## src/source/cdma_consts.svh

```systemverilog
`ifndef CDMA_CONSTS_SVH
`define CDMA_CONSTS_SVH

// Bus widths
`define CDMA_ADDR_W     32      // Byte address
`define CDMA_DATA_W     32      // One data word
`define CDMA_BYTES      4       // Bytes per word

// Transfer sizing
`define CDMA_SIZE_W     16      // Beat count of one command
`define CDMA_MAX_BURST  16      // Longest burst, 256 or less
`define CDMA_LEN_W      8       // AXI AxLEN field

// Fixed AXI fields
`define CDMA_AXSIZE     3'd2    // log2 of CDMA_BYTES
`define CDMA_AXCACHE    4'b0010 // Normal non-cacheable, non-bufferable

`endif

```

## src/source/cdma_pkg.sv

```systemverilog
`default_nettype none
`include "cdma_consts.svh"

package cdma_pkg;

    typedef logic [`CDMA_ADDR_W-1:0] addr_t;    // Byte address
    typedef logic [`CDMA_DATA_W-1:0] data_t;    // Stream word
    typedef logic [`CDMA_SIZE_W-1:0] size_t;    // Beats per command
    typedef logic [`CDMA_LEN_W-1:0]  len_t;     // Beats minus one

    // AxBURST encodings
    typedef enum logic [1:0] {
        FIXED = 2'b00,
        INCR  = 2'b01,
        WRAP  = 2'b10
    } axi_burst_e;

    // Per-direction channel FSM
    typedef enum logic [1:0] {
        ST_IDLE = 2'd0,     // Waiting for a command
        ST_PLAN = 2'd1,     // One cycle, length is latched
        ST_XFER = 2'd2      // Address and data phase
    } chan_state_e;

endpackage

`default_nettype wire

```

## src/source/cdma_burst_planner.sv

```systemverilog
`default_nettype none
`include "cdma_consts.svh"

module cdma_burst_planner (
    input  wire logic            M_AXI_ACLK,        // AXI clock
    input  wire logic            M_AXI_ARESETN,     // Sync reset, active low
    input  wire logic            i_start,           // Command accepted
    input  wire cdma_pkg::addr_t i_start_addr,      // First word address
    input  wire cdma_pkg::size_t i_size,            // Beats in transfer
    input  wire logic            i_plan,            // Latch next burst length
    input  wire logic            i_beat,            // Data handshake
    output cdma_pkg::addr_t      o_addr,            // Current burst address
    output cdma_pkg::len_t       o_len,             // AxLEN of current burst
    output logic                 o_burst_end,       // Presented beat closes burst
    output logic                 o_xfer_end         // Presented beat closes transfer
);
    import cdma_pkg::*;

    addr_t addr_q;          // Running burst address
    size_t remain_q;        // Beats still to move
    len_t  len_q;           // Burst beats minus one
    len_t  beat_cnt_q;      // Beats done in this burst
    addr_t burst_bytes;     // Address step per burst
    logic  cap;             // More left than one burst holds

    assign cap         = (remain_q > size_t'(`CDMA_MAX_BURST));
    assign burst_bytes = (addr_t'(len_q) + 1'b1) * addr_t'(`CDMA_BYTES);

    // Counter decode, consumed only together with a beat
    assign o_burst_end = (beat_cnt_q == len_q);
    assign o_xfer_end  = (remain_q == size_t'(1));

    assign o_addr = addr_q;
    assign o_len  = len_q;

    // Remaining and in-burst counters
    always_ff @(posedge M_AXI_ACLK) begin
        if (!M_AXI_ARESETN) begin
            remain_q   <= '0;
            beat_cnt_q <= '0;
        end else begin
            if (i_start) begin
                remain_q <= i_size;                     // Whole transfer
            end else if (i_beat) begin
                remain_q <= remain_q - 1'b1;
            end
            if (i_plan) begin
                beat_cnt_q <= '0;                       // Fresh burst
            end else if (i_beat) begin
                beat_cnt_q <= beat_cnt_q + 1'b1;
            end
        end
    end

    // Address and length, held for the whole burst
    always_ff @(posedge M_AXI_ACLK) begin
        if (i_start) begin
            addr_q <= i_start_addr;
        end else if (i_beat && o_burst_end) begin
            addr_q <= addr_q + burst_bytes;             // Skip past moved words
        end
        if (i_plan) begin
            if (cap) begin
                len_q <= len_t'(`CDMA_MAX_BURST - 1);   // Full burst
            end else begin
                len_q <= len_t'(remain_q - 1'b1);       // Tail burst
            end
        end
    end

endmodule

`default_nettype wire

```

## src/source/cdma_read_channel.sv

```systemverilog
`default_nettype none

module cdma_read_channel (
    input  wire logic M_AXI_ACLK,           // AXI clock
    input  wire logic M_AXI_ARESETN,        // Sync reset, active low
    input  wire logic i_cdma_raddr_vld,     // Command pulse
    input  wire logic i_cdma_rready,        // User can take a word
    input  wire logic i_arready,            // AR slave ready
    input  wire logic i_rvalid,             // R beat present
    input  wire logic i_burst_end,          // Planner decode
    input  wire logic i_xfer_end,           // Planner decode
    output logic      o_cdma_rbusy,         // Transfer in progress
    output logic      o_cdma_rvalid,        // User word present
    output logic      o_arvalid,            // AR request
    output logic      o_rready,             // R beat taken
    output logic      o_start,              // Load planner
    output logic      o_plan,               // Size next burst
    output logic      o_beat                // R handshake
);
    import cdma_pkg::*;

    chan_state_e state_q;
    chan_state_e state_d;
    logic        xfer;          // Data phase

    assign xfer = (state_q == ST_XFER);

    assign o_start       = (state_q == ST_IDLE) && i_cdma_raddr_vld;
    assign o_plan        = (state_q == ST_PLAN);
    assign o_cdma_rbusy  = (state_q != ST_IDLE);
    assign o_cdma_rvalid = i_rvalid && xfer;       // Only inside data phase
    assign o_rready      = i_cdma_rready && xfer;
    assign o_beat        = i_rvalid && o_rready;

    always_comb begin
        state_d = state_q;
        case (state_q)
            ST_IDLE: begin
                if (i_cdma_raddr_vld) begin
                    state_d = ST_PLAN;
                end
            end
            ST_PLAN: state_d = ST_XFER;
            ST_XFER: begin
                // Beats counted locally, RLAST not trusted
                if (o_beat && i_burst_end) begin
                    state_d = i_xfer_end ? ST_IDLE : ST_PLAN;
                end
            end
            default: state_d = ST_IDLE;
        endcase
    end

    always_ff @(posedge M_AXI_ACLK) begin
        if (!M_AXI_ARESETN) begin
            state_q   <= ST_IDLE;
            o_arvalid <= 1'b0;
        end else begin
            state_q <= state_d;
            if (o_plan) begin
                o_arvalid <= 1'b1;
            end else if (o_arvalid && i_arready) begin
                o_arvalid <= 1'b0;                         // Accepted
            end
        end
    end

endmodule

`default_nettype wire

```

## src/source/cdma_top.sv

```systemverilog
`default_nettype none
`include "cdma_consts.svh"

module cdma_top (
    // User write side
    input  wire cdma_pkg::addr_t   i_cdma_waddr,        // Write start address
    input  wire logic              i_cdma_waddr_vld,    // Write command pulse
    input  wire cdma_pkg::size_t   i_cdma_wsize,        // Words to write, nonzero
    output logic                   o_cdma_wbusy,
    input  wire cdma_pkg::data_t   i_cdma_wdata,
    output logic                   o_cdma_wready,
    input  wire logic              i_cdma_wvalid,
    // User read side
    input  wire cdma_pkg::addr_t   i_cdma_raddr,        // Read start address
    input  wire logic              i_cdma_raddr_vld,    // Read command pulse
    input  wire cdma_pkg::size_t   i_cdma_rsize,        // Words to read, nonzero
    output logic                   o_cdma_rbusy,
    output cdma_pkg::data_t        o_cdma_rdata,
    input  wire logic              i_cdma_rready,
    output logic                   o_cdma_rvalid,
    // AXI4 master
    input  wire logic              M_AXI_ACLK,
    input  wire logic              M_AXI_ARESETN,
    output logic [0:0]             M_AXI_AWID,
    output cdma_pkg::addr_t        M_AXI_AWADDR,
    output cdma_pkg::len_t         M_AXI_AWLEN,
    output logic [2:0]             M_AXI_AWSIZE,
    output logic [1:0]             M_AXI_AWBURST,
    output logic                   M_AXI_AWLOCK,
    output logic [3:0]             M_AXI_AWCACHE,
    output logic [2:0]             M_AXI_AWPROT,
    output logic [3:0]             M_AXI_AWQOS,
    output logic                   M_AXI_AWVALID,
    input  wire logic              M_AXI_AWREADY,
    output logic [0:0]             M_AXI_WID,
    output cdma_pkg::data_t        M_AXI_WDATA,
    output logic [`CDMA_BYTES-1:0] M_AXI_WSTRB,
    output logic                   M_AXI_WLAST,
    output logic                   M_AXI_WVALID,
    input  wire logic              M_AXI_WREADY,
    input  wire logic [0:0]        M_AXI_BID,           // Response not checked
    input  wire logic [1:0]        M_AXI_BRESP,
    input  wire logic              M_AXI_BVALID,
    output logic                   M_AXI_BREADY,
    output logic [0:0]             M_AXI_ARID,
    output cdma_pkg::addr_t        M_AXI_ARADDR,
    output cdma_pkg::len_t         M_AXI_ARLEN,
    output logic [2:0]             M_AXI_ARSIZE,
    output logic [1:0]             M_AXI_ARBURST,
    output logic                   M_AXI_ARLOCK,
    output logic [3:0]             M_AXI_ARCACHE,
    output logic [2:0]             M_AXI_ARPROT,
    output logic [3:0]             M_AXI_ARQOS,
    output logic                   M_AXI_ARVALID,
    input  wire logic              M_AXI_ARREADY,
    input  wire logic [0:0]        M_AXI_RID,           // Beats counted locally
    input  wire cdma_pkg::data_t   M_AXI_RDATA,
    input  wire logic [1:0]        M_AXI_RRESP,
    input  wire logic              M_AXI_RLAST,
    input  wire logic              M_AXI_RVALID,
    output logic                   M_AXI_RREADY
);
    import cdma_pkg::*;

    logic wstart, wplan, wbeat;     // Write channel to planner
    logic wburst_end, wxfer_end;    // Write planner to channel
    logic rstart, rplan, rbeat;
    logic rburst_end, rxfer_end;

    // Fixed AW/W/B fields
    assign M_AXI_AWID    = '0;
    assign M_AXI_AWSIZE  = `CDMA_AXSIZE;
    assign M_AXI_AWBURST = INCR;
    assign M_AXI_AWLOCK  = 1'b0;
    assign M_AXI_AWCACHE = `CDMA_AXCACHE;
    assign M_AXI_AWPROT  = 3'b000;
    assign M_AXI_AWQOS   = 4'h0;
    assign M_AXI_WID     = '0;
    assign M_AXI_WSTRB   = {`CDMA_BYTES{1'b1}};    // Every lane written
    assign M_AXI_WDATA   = i_cdma_wdata;
    assign M_AXI_BREADY  = 1'b1;                   // Responses always drained

    // Fixed AR fields
    assign M_AXI_ARID    = '0;
    assign M_AXI_ARSIZE  = `CDMA_AXSIZE;
    assign M_AXI_ARBURST = INCR;
    assign M_AXI_ARLOCK  = 1'b0;
    assign M_AXI_ARCACHE = `CDMA_AXCACHE;
    assign M_AXI_ARPROT  = 3'b000;
    assign M_AXI_ARQOS   = 4'h0;
    assign o_cdma_rdata  = M_AXI_RDATA;            // Straight through

    cdma_burst_planner u_wplan (
        .M_AXI_ACLK    (M_AXI_ACLK),
        .M_AXI_ARESETN (M_AXI_ARESETN),
        .i_start       (wstart),
        .i_start_addr  (i_cdma_waddr),
        .i_size        (i_cdma_wsize),
        .i_plan        (wplan),
        .i_beat        (wbeat),
        .o_addr        (M_AXI_AWADDR),
        .o_len         (M_AXI_AWLEN),
        .o_burst_end   (wburst_end),
        .o_xfer_end    (wxfer_end)
    );

    cdma_write_channel u_wchan (
        .M_AXI_ACLK       (M_AXI_ACLK),
        .M_AXI_ARESETN    (M_AXI_ARESETN),
        .i_cdma_waddr_vld (i_cdma_waddr_vld),
        .i_cdma_wvalid    (i_cdma_wvalid),
        .i_awready        (M_AXI_AWREADY),
        .i_wready         (M_AXI_WREADY),
        .i_burst_end      (wburst_end),
        .i_xfer_end       (wxfer_end),
        .o_cdma_wbusy     (o_cdma_wbusy),
        .o_cdma_wready    (o_cdma_wready),
        .o_awvalid        (M_AXI_AWVALID),
        .o_wvalid         (M_AXI_WVALID),
        .o_wlast          (M_AXI_WLAST),
        .o_start          (wstart),
        .o_plan           (wplan),
        .o_beat           (wbeat)
    );

    cdma_burst_planner u_rplan (
        .M_AXI_ACLK    (M_AXI_ACLK),
        .M_AXI_ARESETN (M_AXI_ARESETN),
        .i_start       (rstart),
        .i_start_addr  (i_cdma_raddr),
        .i_size        (i_cdma_rsize),
        .i_plan        (rplan),
        .i_beat        (rbeat),
        .o_addr        (M_AXI_ARADDR),
        .o_len         (M_AXI_ARLEN),
        .o_burst_end   (rburst_end),
        .o_xfer_end    (rxfer_end)
    );

    cdma_read_channel u_rchan (
        .M_AXI_ACLK       (M_AXI_ACLK),
        .M_AXI_ARESETN    (M_AXI_ARESETN),
        .i_cdma_raddr_vld (i_cdma_raddr_vld),
        .i_cdma_rready    (i_cdma_rready),
        .i_arready        (M_AXI_ARREADY),
        .i_rvalid         (M_AXI_RVALID),
        .i_burst_end      (rburst_end),
        .i_xfer_end       (rxfer_end),
        .o_cdma_rbusy     (o_cdma_rbusy),
        .o_cdma_rvalid    (o_cdma_rvalid),
        .o_arvalid        (M_AXI_ARVALID),
        .o_rready         (M_AXI_RREADY),
        .o_start          (rstart),
        .o_plan           (rplan),
        .o_beat           (rbeat)
    );

endmodule

`default_nettype wire

```

## src/source/cdma_write_channel.sv

```systemverilog
`default_nettype none

module cdma_write_channel (
    input  wire logic M_AXI_ACLK,           // AXI clock
    input  wire logic M_AXI_ARESETN,        // Sync reset, active low
    input  wire logic i_cdma_waddr_vld,     // Command pulse
    input  wire logic i_cdma_wvalid,        // User word present
    input  wire logic i_awready,            // AW slave ready
    input  wire logic i_wready,             // W slave ready
    input  wire logic i_burst_end,          // Planner decode
    input  wire logic i_xfer_end,           // Planner decode
    output logic      o_cdma_wbusy,         // Transfer in progress
    output logic      o_cdma_wready,        // User word taken
    output logic      o_awvalid,            // AW request
    output logic      o_wvalid,             // W beat present
    output logic      o_wlast,              // Final beat of burst
    output logic      o_start,              // Load planner
    output logic      o_plan,               // Size next burst
    output logic      o_beat                // W handshake
);
    import cdma_pkg::*;

    chan_state_e state_q;
    chan_state_e state_d;
    logic        xfer;          // Data phase
    logic        hold_last;     // Closing beat waits for AW

    assign xfer      = (state_q == ST_XFER);
    // AWADDR must stay put until accepted, so the burst cannot close early
    assign hold_last = i_burst_end && o_awvalid;

    assign o_start       = (state_q == ST_IDLE) && i_cdma_waddr_vld;
    assign o_plan        = (state_q == ST_PLAN);
    assign o_cdma_wbusy  = (state_q != ST_IDLE);
    assign o_wvalid      = i_cdma_wvalid && xfer && !hold_last;
    assign o_cdma_wready = i_wready && xfer && !hold_last;     // Mirrors WVALID gating
    assign o_beat        = o_wvalid && i_wready;
    assign o_wlast       = o_wvalid && i_burst_end;

    always_comb begin
        state_d = state_q;
        case (state_q)
            ST_IDLE: begin
                if (i_cdma_waddr_vld) begin
                    state_d = ST_PLAN;
                end
            end
            ST_PLAN: state_d = ST_XFER;                    // Single cycle
            ST_XFER: begin
                if (o_beat && i_burst_end) begin
                    state_d = i_xfer_end ? ST_IDLE : ST_PLAN;
                end
            end
            default: state_d = ST_IDLE;
        endcase
    end

    always_ff @(posedge M_AXI_ACLK) begin
        if (!M_AXI_ARESETN) begin
            state_q   <= ST_IDLE;
            o_awvalid <= 1'b0;
        end else begin
            state_q <= state_d;
            if (o_plan) begin
                o_awvalid <= 1'b1;                         // Up on first XFER cycle
            end else if (o_awvalid && i_awready) begin
                o_awvalid <= 1'b0;
            end
        end
    end

endmodule

`default_nettype wire

```

## config.mk

```make
export PLATFORM = sky130hd
export DESIGN_NAME = cdma_top
export DESIGN_NICKNAME = d
export VERILOG_FILES = /design/src/source/cdma_pkg.sv /design/src/source/cdma_burst_planner.sv /design/src/source/cdma_read_channel.sv /design/src/source/cdma_top.sv /design/src/source/cdma_write_channel.sv
export VERILOG_INCLUDE_DIRS = /design/src /design/src/source
export SDC_FILE = /design/constraint.sdc
export NUM_CORES = 1
export LEC_CHECK = 0
export ABC_AREA = 1
export BUFFER_PORTS_ARGS = -buffer_cell sky130_fd_sc_hd__buf_2
export CAP_MARGIN = 15
export CORE_AREA = 2 2 143 145
export CTS_CLUSTER_SIZE = 40
export DETAILED_ROUTE_END_ITERATION = 16
export DIE_AREA = 0 0 145 147
export PLACE_DENSITY = 0.82
export SLEW_MARGIN = 20
export SYNTH_ARGS = -nofsm -noshare
export SYNTH_HDL_FRONTEND = slang
export SYNTH_SLANG_ARGS = --single-unit
export TNS_END_PERCENT = 1
```

## constraint.sdc

```tcl
create_clock -name M_AXI_ACLK -period 5.7 [get_ports M_AXI_ACLK]
set_input_delay 0.855 -clock M_AXI_ACLK [delete_from_list [all_inputs] [get_ports M_AXI_ACLK]]
set_output_delay 0.855 -clock M_AXI_ACLK [all_outputs]
set_load 0.005 [all_outputs]
```

Word-level counts from Yosys, hierarchy flattened
Index checks and enable logic that the tools add are counted.

operators by class
  $add $sub $neg = 8
  order comparisons = 2
  equal/unequal tests = 12
  muxes and demuxes = 20
  bitwise logic cells = 1
  reduce and logical (&&, ||, !) cells = 31

operators with widths
  kind                                                   count
  two-way mux 32 bit                                     4
  adder 32 bit                                           2
  two-way mux 16 bit                                     4
  equality test 16 x 1 -> 1 bit (second input constant)  2
  > comparator 16 x 5 -> 1 bit (second input constant)   2
  subtractor 16 x 1 -> 16 bit (second input constant)    2
  adder 8 x 1 -> 9 bit (second input constant)           2
  adder 8 x 1 -> 8 bit (second input constant)           2
  equality test 8 bit                                    2
  logical AND 1 bit                                      16
  nonzero test 2 bit                                     8
  case mux 2 bit (3 select lines)                        2
  two-way mux 2 bit                                      4
  != test 2 bit (second input constant)                  4
  two-way mux 1 bit                                      6
  equality test 2 x 1 -> 1 bit (second input constant)   2
  equality test 2 bit (second input constant)            2
  zero test 2 bit                                        2
  AND reduction 2 bit                                    2
  OR reduction 2 bit                                     2
  zero test 1 bit                                        1
  NOT 1 bit                                              1

word-level totals
  register bits after elaboration = 134
  input port bits = 178
  output and inout port bits = 195
  word-level logic and storage cells = 86

Logic depth before layout (Yosys ltp)
Gate-level depths: netlist of the first run.

  depth in word-level cells = 8
  depth in mapped cells = 19
  depth with buffers taken out = 19

Modules after synthesis
A second synthesis of the first run with hierarchy kept.

unflattened totals
  cells, all modules = 1502
  area, all modules = 10541.4 sq um

by module, submodules not included
  module              instances  cells each  area each (sq um)  sequential area each (sq um)
  cdma_burst_planner  2          670         4692.0             1681.6
  cdma_top            1          108         803.3              0.0
  cdma_write_channel  1          29          186.4              60.1
  cdma_read_channel   1          25          167.7              60.1

Least setup slack after synthesis of the first run
OpenSTA, ideal clock, no wires.

  path type = input port to flip-flop
  from = input i_cdma_waddr_vld
  to = register u_wplan.addr_q[10], in the netlist u_wplan.o_addr[10], enable pin
  setup time = 387 ps
  arrival time = 2167 ps
  slack = 3146 ps
  stages = 6
  path through = inv_1 > nor2_4 > inv_2 > buf_2 > buf_2 > nand2_1

on the way
  word-level cells in the longest chain between the ends = 2

RTL lines
  item                                 RTL line                  source
  start: declaration                   cdma_top.sv:7             input wire logic i_cdma_waddr_vld,
  logical AND 1 bit                    cdma_write_channel.sv:32  assign o_start = (state_q == ST_IDLE) && i_cdma_waddr_vld;
  nonzero test 2 bit (no source line)  -
  end signal: assignment               cdma_burst_planner.sv:58  addr_q <= i_start_addr;
  end signal: assignment               cdma_burst_planner.sv:60  addr_q <= addr_q + burst_bytes;
  end: declaration                     cdma_burst_planner.sv:19  addr_t addr_q;

Every way passes these cells.
A chain may end at the register's enable or synchronous reset.

Final worst setup path of the first run
  from = register u_wplan.len_q[1], in the netlist u_wplan.o_len[1]
  to = register u_wplan.addr_q[15], in the netlist u_wplan.o_addr[15], data pin

on the way
  word-level cells in the longest chain between the ends = 4

RTL lines
  item                      RTL line                  source
  start: declaration        cdma_burst_planner.sv:21  len_t len_q;
  start signal: assignment  cdma_burst_planner.sv:64  len_q <= len_t'(`CDMA_MAX_BURST - 1);
  start signal: assignment  cdma_burst_planner.sv:66  len_q <= len_t'(remain_q - 1'b1);
  adder 8 x 1 -> 9 bit      cdma_burst_planner.sv:27  assign burst_bytes = (addr_t'(len_q) + 1'b1) * addr_t'(`CDMA_BYTES);
  adder 32 bit              cdma_burst_planner.sv:60
  two-way mux 32 bit        cdma_burst_planner.sv:59  end else if (i_beat && o_burst_end) begin
  two-way mux 32 bit        cdma_burst_planner.sv:57  if (i_start) begin

Every way passes these cells. The select of a mux whose other input is x is not followed.

==> flow_summary.toml, run 1 <==
[worst_setup_path]
crit_fanout = 6
cp-start-kind = "flip-flop"
critPathBufInv = 1
cp-end-kind = "flip-flop"
slowest_stage = "edfxtp_1"
path_delay_family = "simple AND/OR/NAND/NOR gates"
crit_arrival_ns = 3.28
slowest_delay_ns = 0.45
path_cells = "ha_1, nand3_1, nor3b_1, xnor2_1, inv_1, ha_1, a21oi_1, o21ai_0, nand2_1, nand2_1, or2_1, nand3_1, nand2_1"
crit_type = "flip-flop to flip-flop"
crit_path_frequent_cell = "nand2_1"
rrSetupSlack_ns = 2.59
critPathRequiredTime_ns = 5.88

[drt]
drtIter0Drc = 766
drc = 0
drt-total-wl_mm = 25.8
via_per_inst = 5.22
wire_per_inst_um = 14.1
postRouteAntennaNets = 0
dr_total_vias = 9524
drtPass1Iterations = 5

[global_routing]
antenna_found_initial = 0
grt_usage_pct = 23.7
grt_max_degree = 63
grt_pass1_wl_mm = 41.9
grt_overflow = 0
grt_pass1_vias = 8920

[sta]
relSlewSlack_pct = 32.4
finalSetupViolations = 0
min_period_over_period_pct = 54.5
setup_tns_ns = 0
slew_viol_final = 0
skew_ns = 0.0165
rsz0062_at_grt = "false"
hold_violations = 0
setup_ws_ns = 2.59
worst_pin_slew_ns = 1.01
fmax_mhz = 322
finalWorstPathRequiredPeriod_ns = 3.11

[clocking]
cts_root_buf = "clkbuf_16"
cts_setup_buffers = 0
worstSkewPairLatency_ns = 0.42
cts_inserted_buffers = 17
clockBufferDepth = 2
cts_hold_buf = 0
cts.repair.resized = 0
htree_num_levels = 4
cts_num_sinks = 134
clk_pin_slew_worst_paths_ns = 0.06
cts_tree = "yes"

[logic_synthesis]
yosysWarnings = 0
synthArstFlopShare_pct = 0
syn_area_per_cell_um2 = 7.12
synthDistinctLibCells = 57
syn-cell-area_mm2 = 0.0101
ys_ff_latch = 134
yosysSeqAreaShare_pct = 34.5
syn_inst = 1417
synth-edff-count = 80
ys.flop_type = "edfxtp_1"

[final_layout]
area_delta_synth_final_pct = 11.4
n_fill_cell = 1832
nNetsFinal = 1747
final_util_pct = 56.7
final_common_cell = "nand2_1"
drive_above_1_share_pct = 18.3
layout_common_cells = "nand2_1 (450), buf_2 (194), inv_1 (130)"

[floorplan]
core_mm2 = 0.0198
dieArea_mm2 = 0.0213
die_x_um = 145
pin_count = 373
die_h_um = 147
rows = 52
start_util_pct = 50.8

[power]
p_total_mw = 3.46
power.density_mw_per_mm2 = 308
power.internal_mw = 2.26
p_sw_share_pct = 34.8
clockPowerShare_pct = 33.0
combPwrFrac_pct = 29.3
p_sw_mw = 1.21
p_seq_share_pct = 37.7
p_leak_nw = 5.43
vdd_drop_max_uv = 203

[place]
place_ws_ns = 2.50
place_congestion = 0.932
numPortBuffers = 194
hpwl_mm = 19.1

[outcome]
status = "complete, no violations"

[min_path]
hp-class = "flip-flop to flip-flop"

[run]
cap_violations = 0
==> worst register-to-register path: stages, from the launching register on <==
cell	delay, ns
edfxtp_1	0.45
ha_1	0.22
nand3_1	0.12
nor3b_1	0.41
xnor2_1	0.17
inv_1	0.06
ha_1	0.33
a21oi_1	0.30
o21ai_0	0.14
nand2_1	0.13
nand2_1	0.17
or2_1	0.25
nand3_1	0.06
nand2_1	0.07
==> power groups by stage <==
stage | sequential (mW) | clock, mW | combinational, mW
3_5_place_dp | 1.32 | 0 | 0.995
5_1_grt | 1.32 | 1.20 | 1.14
2_1_floorplan | 1.29 | 0 | 0.764
3_3_place_gp | 1.32 | 0 | 0.963
6_report | 1.30 | 1.14 | 1.01
4_1_cts | 1.30 | 1.15 | 1.00
==> path summary, 6_finish.rpt <==
kind | start | endpoint | cells past startpoint
setup / recovery | u_wplan.o_len[1] | u_wplan.o_addr[15] | 13
hold reg to reg | u_rplan.remain_q[1] | u_rplan.remain_q[1] | 2
setup reg to reg | u_wplan.o_len[1] | u_wplan.o_addr[15] | 13
hold / removal | u_rplan.remain_q[1] | u_rplan.remain_q[1] | 2
==> per-layer routing <==
metal  global-route usage, %  part of all wire, %  wire length, um
met5                       0                    0                0
met4                    9.01                  2.5              634
met3                    5.22                  8.3             2150
met2                    40.9                   48            12400
met1                    29.2                   41            10600
==> cell usage after synthesis, types with 2 or more instances <==
cell	count	share of area [%]
nand2_1	450	17
inv_1	130	4.8
nor2_1	129	4.8
nand3_1	110	5.5
buf_4	107	8.0
edfxtp_1	80	24
dfxtp_1	54	11
a21oi_1	43	2.1
o21ai_0	40	2.0
xnor2_1	30	2.6
ha_1	27	3.3
xor2_1	27	2.3
nor3_1	19	0.94
nand4_1	18	1.1
buf_2	16	0.79
nand3b_1	16	1.2
nand3_2	15	1.5
a31oi_1	9	0.56
clkbuf_1	8	0.30
inv_2	7	0.26
o211ai_1	7	0.52
nor2_2	6	0.37
or2_2	6	0.37
a21oi_2	5	0.43
nand2_2	5	0.31
a21o_1	4	0.30
and3_1	4	0.25
nor3b_1	4	0.30
nor2_4	3	0.33
nor4_1	3	0.19
or2_0	3	0.19
and2_1	2	0.12
conb_1	2	0.074
fa_1	2	0.40
nand3_4	2	0.35
o21a_1	2	0.15
or2_1	2	0.12
==> logic make-up (layout without fill, tap and decap cells) <==
kind of cell,count (synthesis),count (layout),share of synthesized area (%)
fa+ha+maj,29,29,3.75
simple gates,801,801,35.0
xor+xnor,57,57,4.95
other cells,2,43,0.0744
flops,134,134,34.5
compound gates,120,120,6.96
buf+inv,273,369,14.6
mux,1,1,0.0992
==> layout make-up <==
class	count	area [um^2]	area share, %
tap	270	338	3.01
inverter	139	524	4.66
clock inverter	14	174	1.55
timing repair buffer	198	1000	8.90
clock buffer	18	439	3.91
multi-input combinational	1050	5280	47.0
sequential	134	3480	31.0
antenna	1	2.50	0.0223
==> through the flow <==
stage	hold slack (ns)	instances	instance area, um^2
detailed placement	0.482	1791	10600
global placement	0.458	1791	10600
floorplan	0.457	1457	10200
global route	0.527	1823	11200
CTS	0.491	1823	11200
finish	0.493	1824	11200
==> sequential cells by signal, summed over array words and instances, names as in the netlist, 8 cells and up <==
name                count
u_rplan.beat_cnt_q      8
u_wplan.remain_q       16
u_rplan.remain_q       16
u_rplan.o_len           8
u_wplan.o_addr         32
u_rplan.o_addr         32
u_wplan.beat_cnt_q      8
u_wplan.o_len           8
No activity file was read; power rests on OpenSTA's default activity.
==> inputs of run 2 (changes only) <==
--- a/config.mk
+++ b/config.mk
@@ -9,11 +9,11 @@
 export ABC_AREA = 1
 export BUFFER_PORTS_ARGS = -buffer_cell sky130_fd_sc_hd__buf_2
 export CAP_MARGIN = 15
-export CORE_AREA = 2 2 143 145
+export CORE_AREA = 2 2 103 204
 export CTS_CLUSTER_SIZE = 40
 export DETAILED_ROUTE_END_ITERATION = 16
-export DIE_AREA = 0 0 145 147
-export PLACE_DENSITY = 0.82
+export DIE_AREA = 0 0 105 206
+export PLACE_DENSITY = 0.81
 export SLEW_MARGIN = 20
 export SYNTH_ARGS = -nofsm -noshare
 export SYNTH_HDL_FRONTEND = slang
==> constraint.sdc (replaced) <==
create_clock -name M_AXI_ACLK -period 3.05 [get_ports M_AXI_ACLK]
set_input_delay 0.4575 -clock M_AXI_ACLK [delete_from_list [all_inputs] [get_ports M_AXI_ACLK]]
set_output_delay 0.4575 -clock M_AXI_ACLK [all_outputs]
set_load 0.005 [all_outputs]
==> flow_summary.toml, run 2 (synthesis gave the netlist of run 1 again) <==
[outcome]
status = "complete, no violations"

[worst_setup_path]
crit_fanout = 10
cp-end-kind = "flip-flop"
slowest_delay_ns = 0.46
slowest_stage = "edfxtp_1"
rr_worst_depth = 15
critPathRequiredTime_ns = 3.23
cp-start-kind = "flip-flop"
path_cells = "ha_1, nand2_1, inv_1, nand2_1, xor2_1, inv_1, ha_1, a21oi_2, nor2_1, o21ai_0, nand3_2, nand3b_1, nand2_1, nand2_1, nand2_1"
crit_arrival_ns = 2.99
crit_path_frequent_cell = "nand2_1"
crit_type = "flip-flop to flip-flop"

[sta]
worst_pin_slew_ns = 0.706
finalSetupViolations = 0
setup_ws_ns = 0.244
hold_violations = 0
skew_ns = 0.00827
min_period_over_period_pct = 92.0
rsz0062_at_grt = "false"
finalWorstPathRequiredPeriod_ns = 2.81
slew_viol_final = 0
fmax_mhz = 356
relSlewSlack_pct = 52.8
setup_tns_ns = 0

[final_layout]
final_common_cell = "nand2_1"
regArea_mm2 = 0.00348
n_fill_cell = 1961
layout_common_cells = "nand2_1 (449), buf_2 (194), inv_1 (130)"
multi_input_comb_area_mm2 = 0.00530
drive_above_1_share_pct = 18.8
area_delta_synth_final_pct = 11.4
nNetsFinal = 1753
final_util_pct = 55.7

[drt]
postRouteAntennaNets = 0
drc = 0
drtPass1Iterations = 5
via_per_inst = 5.11
wire_per_inst_um = 14.1
drt-total-wl_mm = 25.7
dr_total_vias = 9341
drtIter0Drc = 759

[min_path]
whs_path_depth = 3
hp-class = "input pin to flip-flop"

[clocking]
clockBufferDepth = 2
htree_num_levels = 4
cts_root_buf = "clkbuf_16"
cts_setup_buffers = 0
clk_pin_slew_worst_paths_ns = 0.06
cts_tree = "yes"
cts_inserted_buffers = 17
worstSkewPairLatency_ns = 0.42
cts_num_sinks = 134

[place]
numPortBuffers = 194
hpwl_mm = 19.2
place_ws_ns = 0.249
place_congestion = 0.943

[global_routing]
grt_pass1_vias = 8627
grt_overflow = 0
grt_pass1_wl_mm = 41.6
antenna_found_initial = 3
grt_max_degree = 50
grt_usage_pct = 23.7

[floorplan]
dieArea_mm2 = 0.0216
start_util_pct = 50.0
die_x_um = 105
core_mm2 = 0.0202
rows = 74
pin_count = 373
die_h_um = 206

[power]
power.density_mw_per_mm2 = 555
vdd_drop_max_uv = 343
p_total_mw = 6.23
p_leak_nw = 5.44

[run]
cap_violations = 0
[run 2: cell count changes in the layout (fill, tap and decap cells not counted), moves of 3 or more]
cell,change
bufinv_16,-3
a21oi_1,-3
a21oi_2,+3
buf_4,+6
inv_6,-3
[run 2: layer usage]
layer / part of all wire [%] / up-vias / track usage (%)
met3: 6.7 / 53 / 4.57
met2: 47 / 350 / 37.5
met4: 2.2 / 0 / 9.33
li1: - / 4710 / -
met1: 44 / 4228 / 31.8
met5: 0 / - / 0
[run 2: layout make-up]
| type | count | area share, % |
|---|---|---|
| Clock buffer | 21 | 4.20 |
| Sequential cell | 134 | 31.0 |
| Timing Repair Buffer | 204 | 9.31 |
| Clock inverter | 11 | 0.657 |
| Antenna cell | 3 | 0.0668 |
| Inverter | 139 | 4.66 |
| Tap cell | 266 | 2.96 |
| Multi-Input combinational cell | 1050 | 47.1 |
[run 2: worst paths after layout]
check | start | end | slack (ns)
worst max-delay path | u_rplan.o_len[1] | u_rplan.o_addr[29] | 0.24
worst min register to register | u_rplan.remain_q[1] | u_rplan.remain_q[1] | 0.48
worst max register to register | u_rplan.o_len[1] | u_rplan.o_addr[29] | 0.24
worst min-delay path | i_cdma_rsize[7] | u_rplan.remain_q[7] | 0.30
[run 2: what timing repair did]
action,4_1_cts,5_1_grt
endpoints found under the setup margin,0,15
hold buffers,0,0
resized for setup,0,5
[run 2: report_power, final]
part           switching [mW]  internal [mW]  leakage (nW)
combinational            1.17          0.712          3.97
sequential              0.225           2.20          1.20
clock                   0.811           1.11         0.269
[run 2: per-stage QoR]
| step | area [um^2] | cells | hold WS, ns |
|---|---|---|---|
| 2_1_floorplan | 10200 | 1457 | 0.457 |
| 3_3_place_gp | 10700 | 1793 | 0.473 |
| 3_5_place_dp | 10700 | 1793 | 0.476 |
| 4_1_cts | 11200 | 1825 | 0.287 |
| 5_1_grt | 11200 | 1828 | 0.304 |
| 6_report | 11200 | 1828 | 0.299 |
[run 2: worst max-delay path: cells and delay by family (launching register included)]
kind / cells / cell delay [ns]
DFF: 1 / 0.46
buffers and inverters: 2 / 0.12
xor gates and xnor gates: 1 / 0.16
AOI/OAI and AO/OA: 2 / 0.40
adders and majority gates: 2 / 0.60
and+or+nand+nor: 8 / 0.81
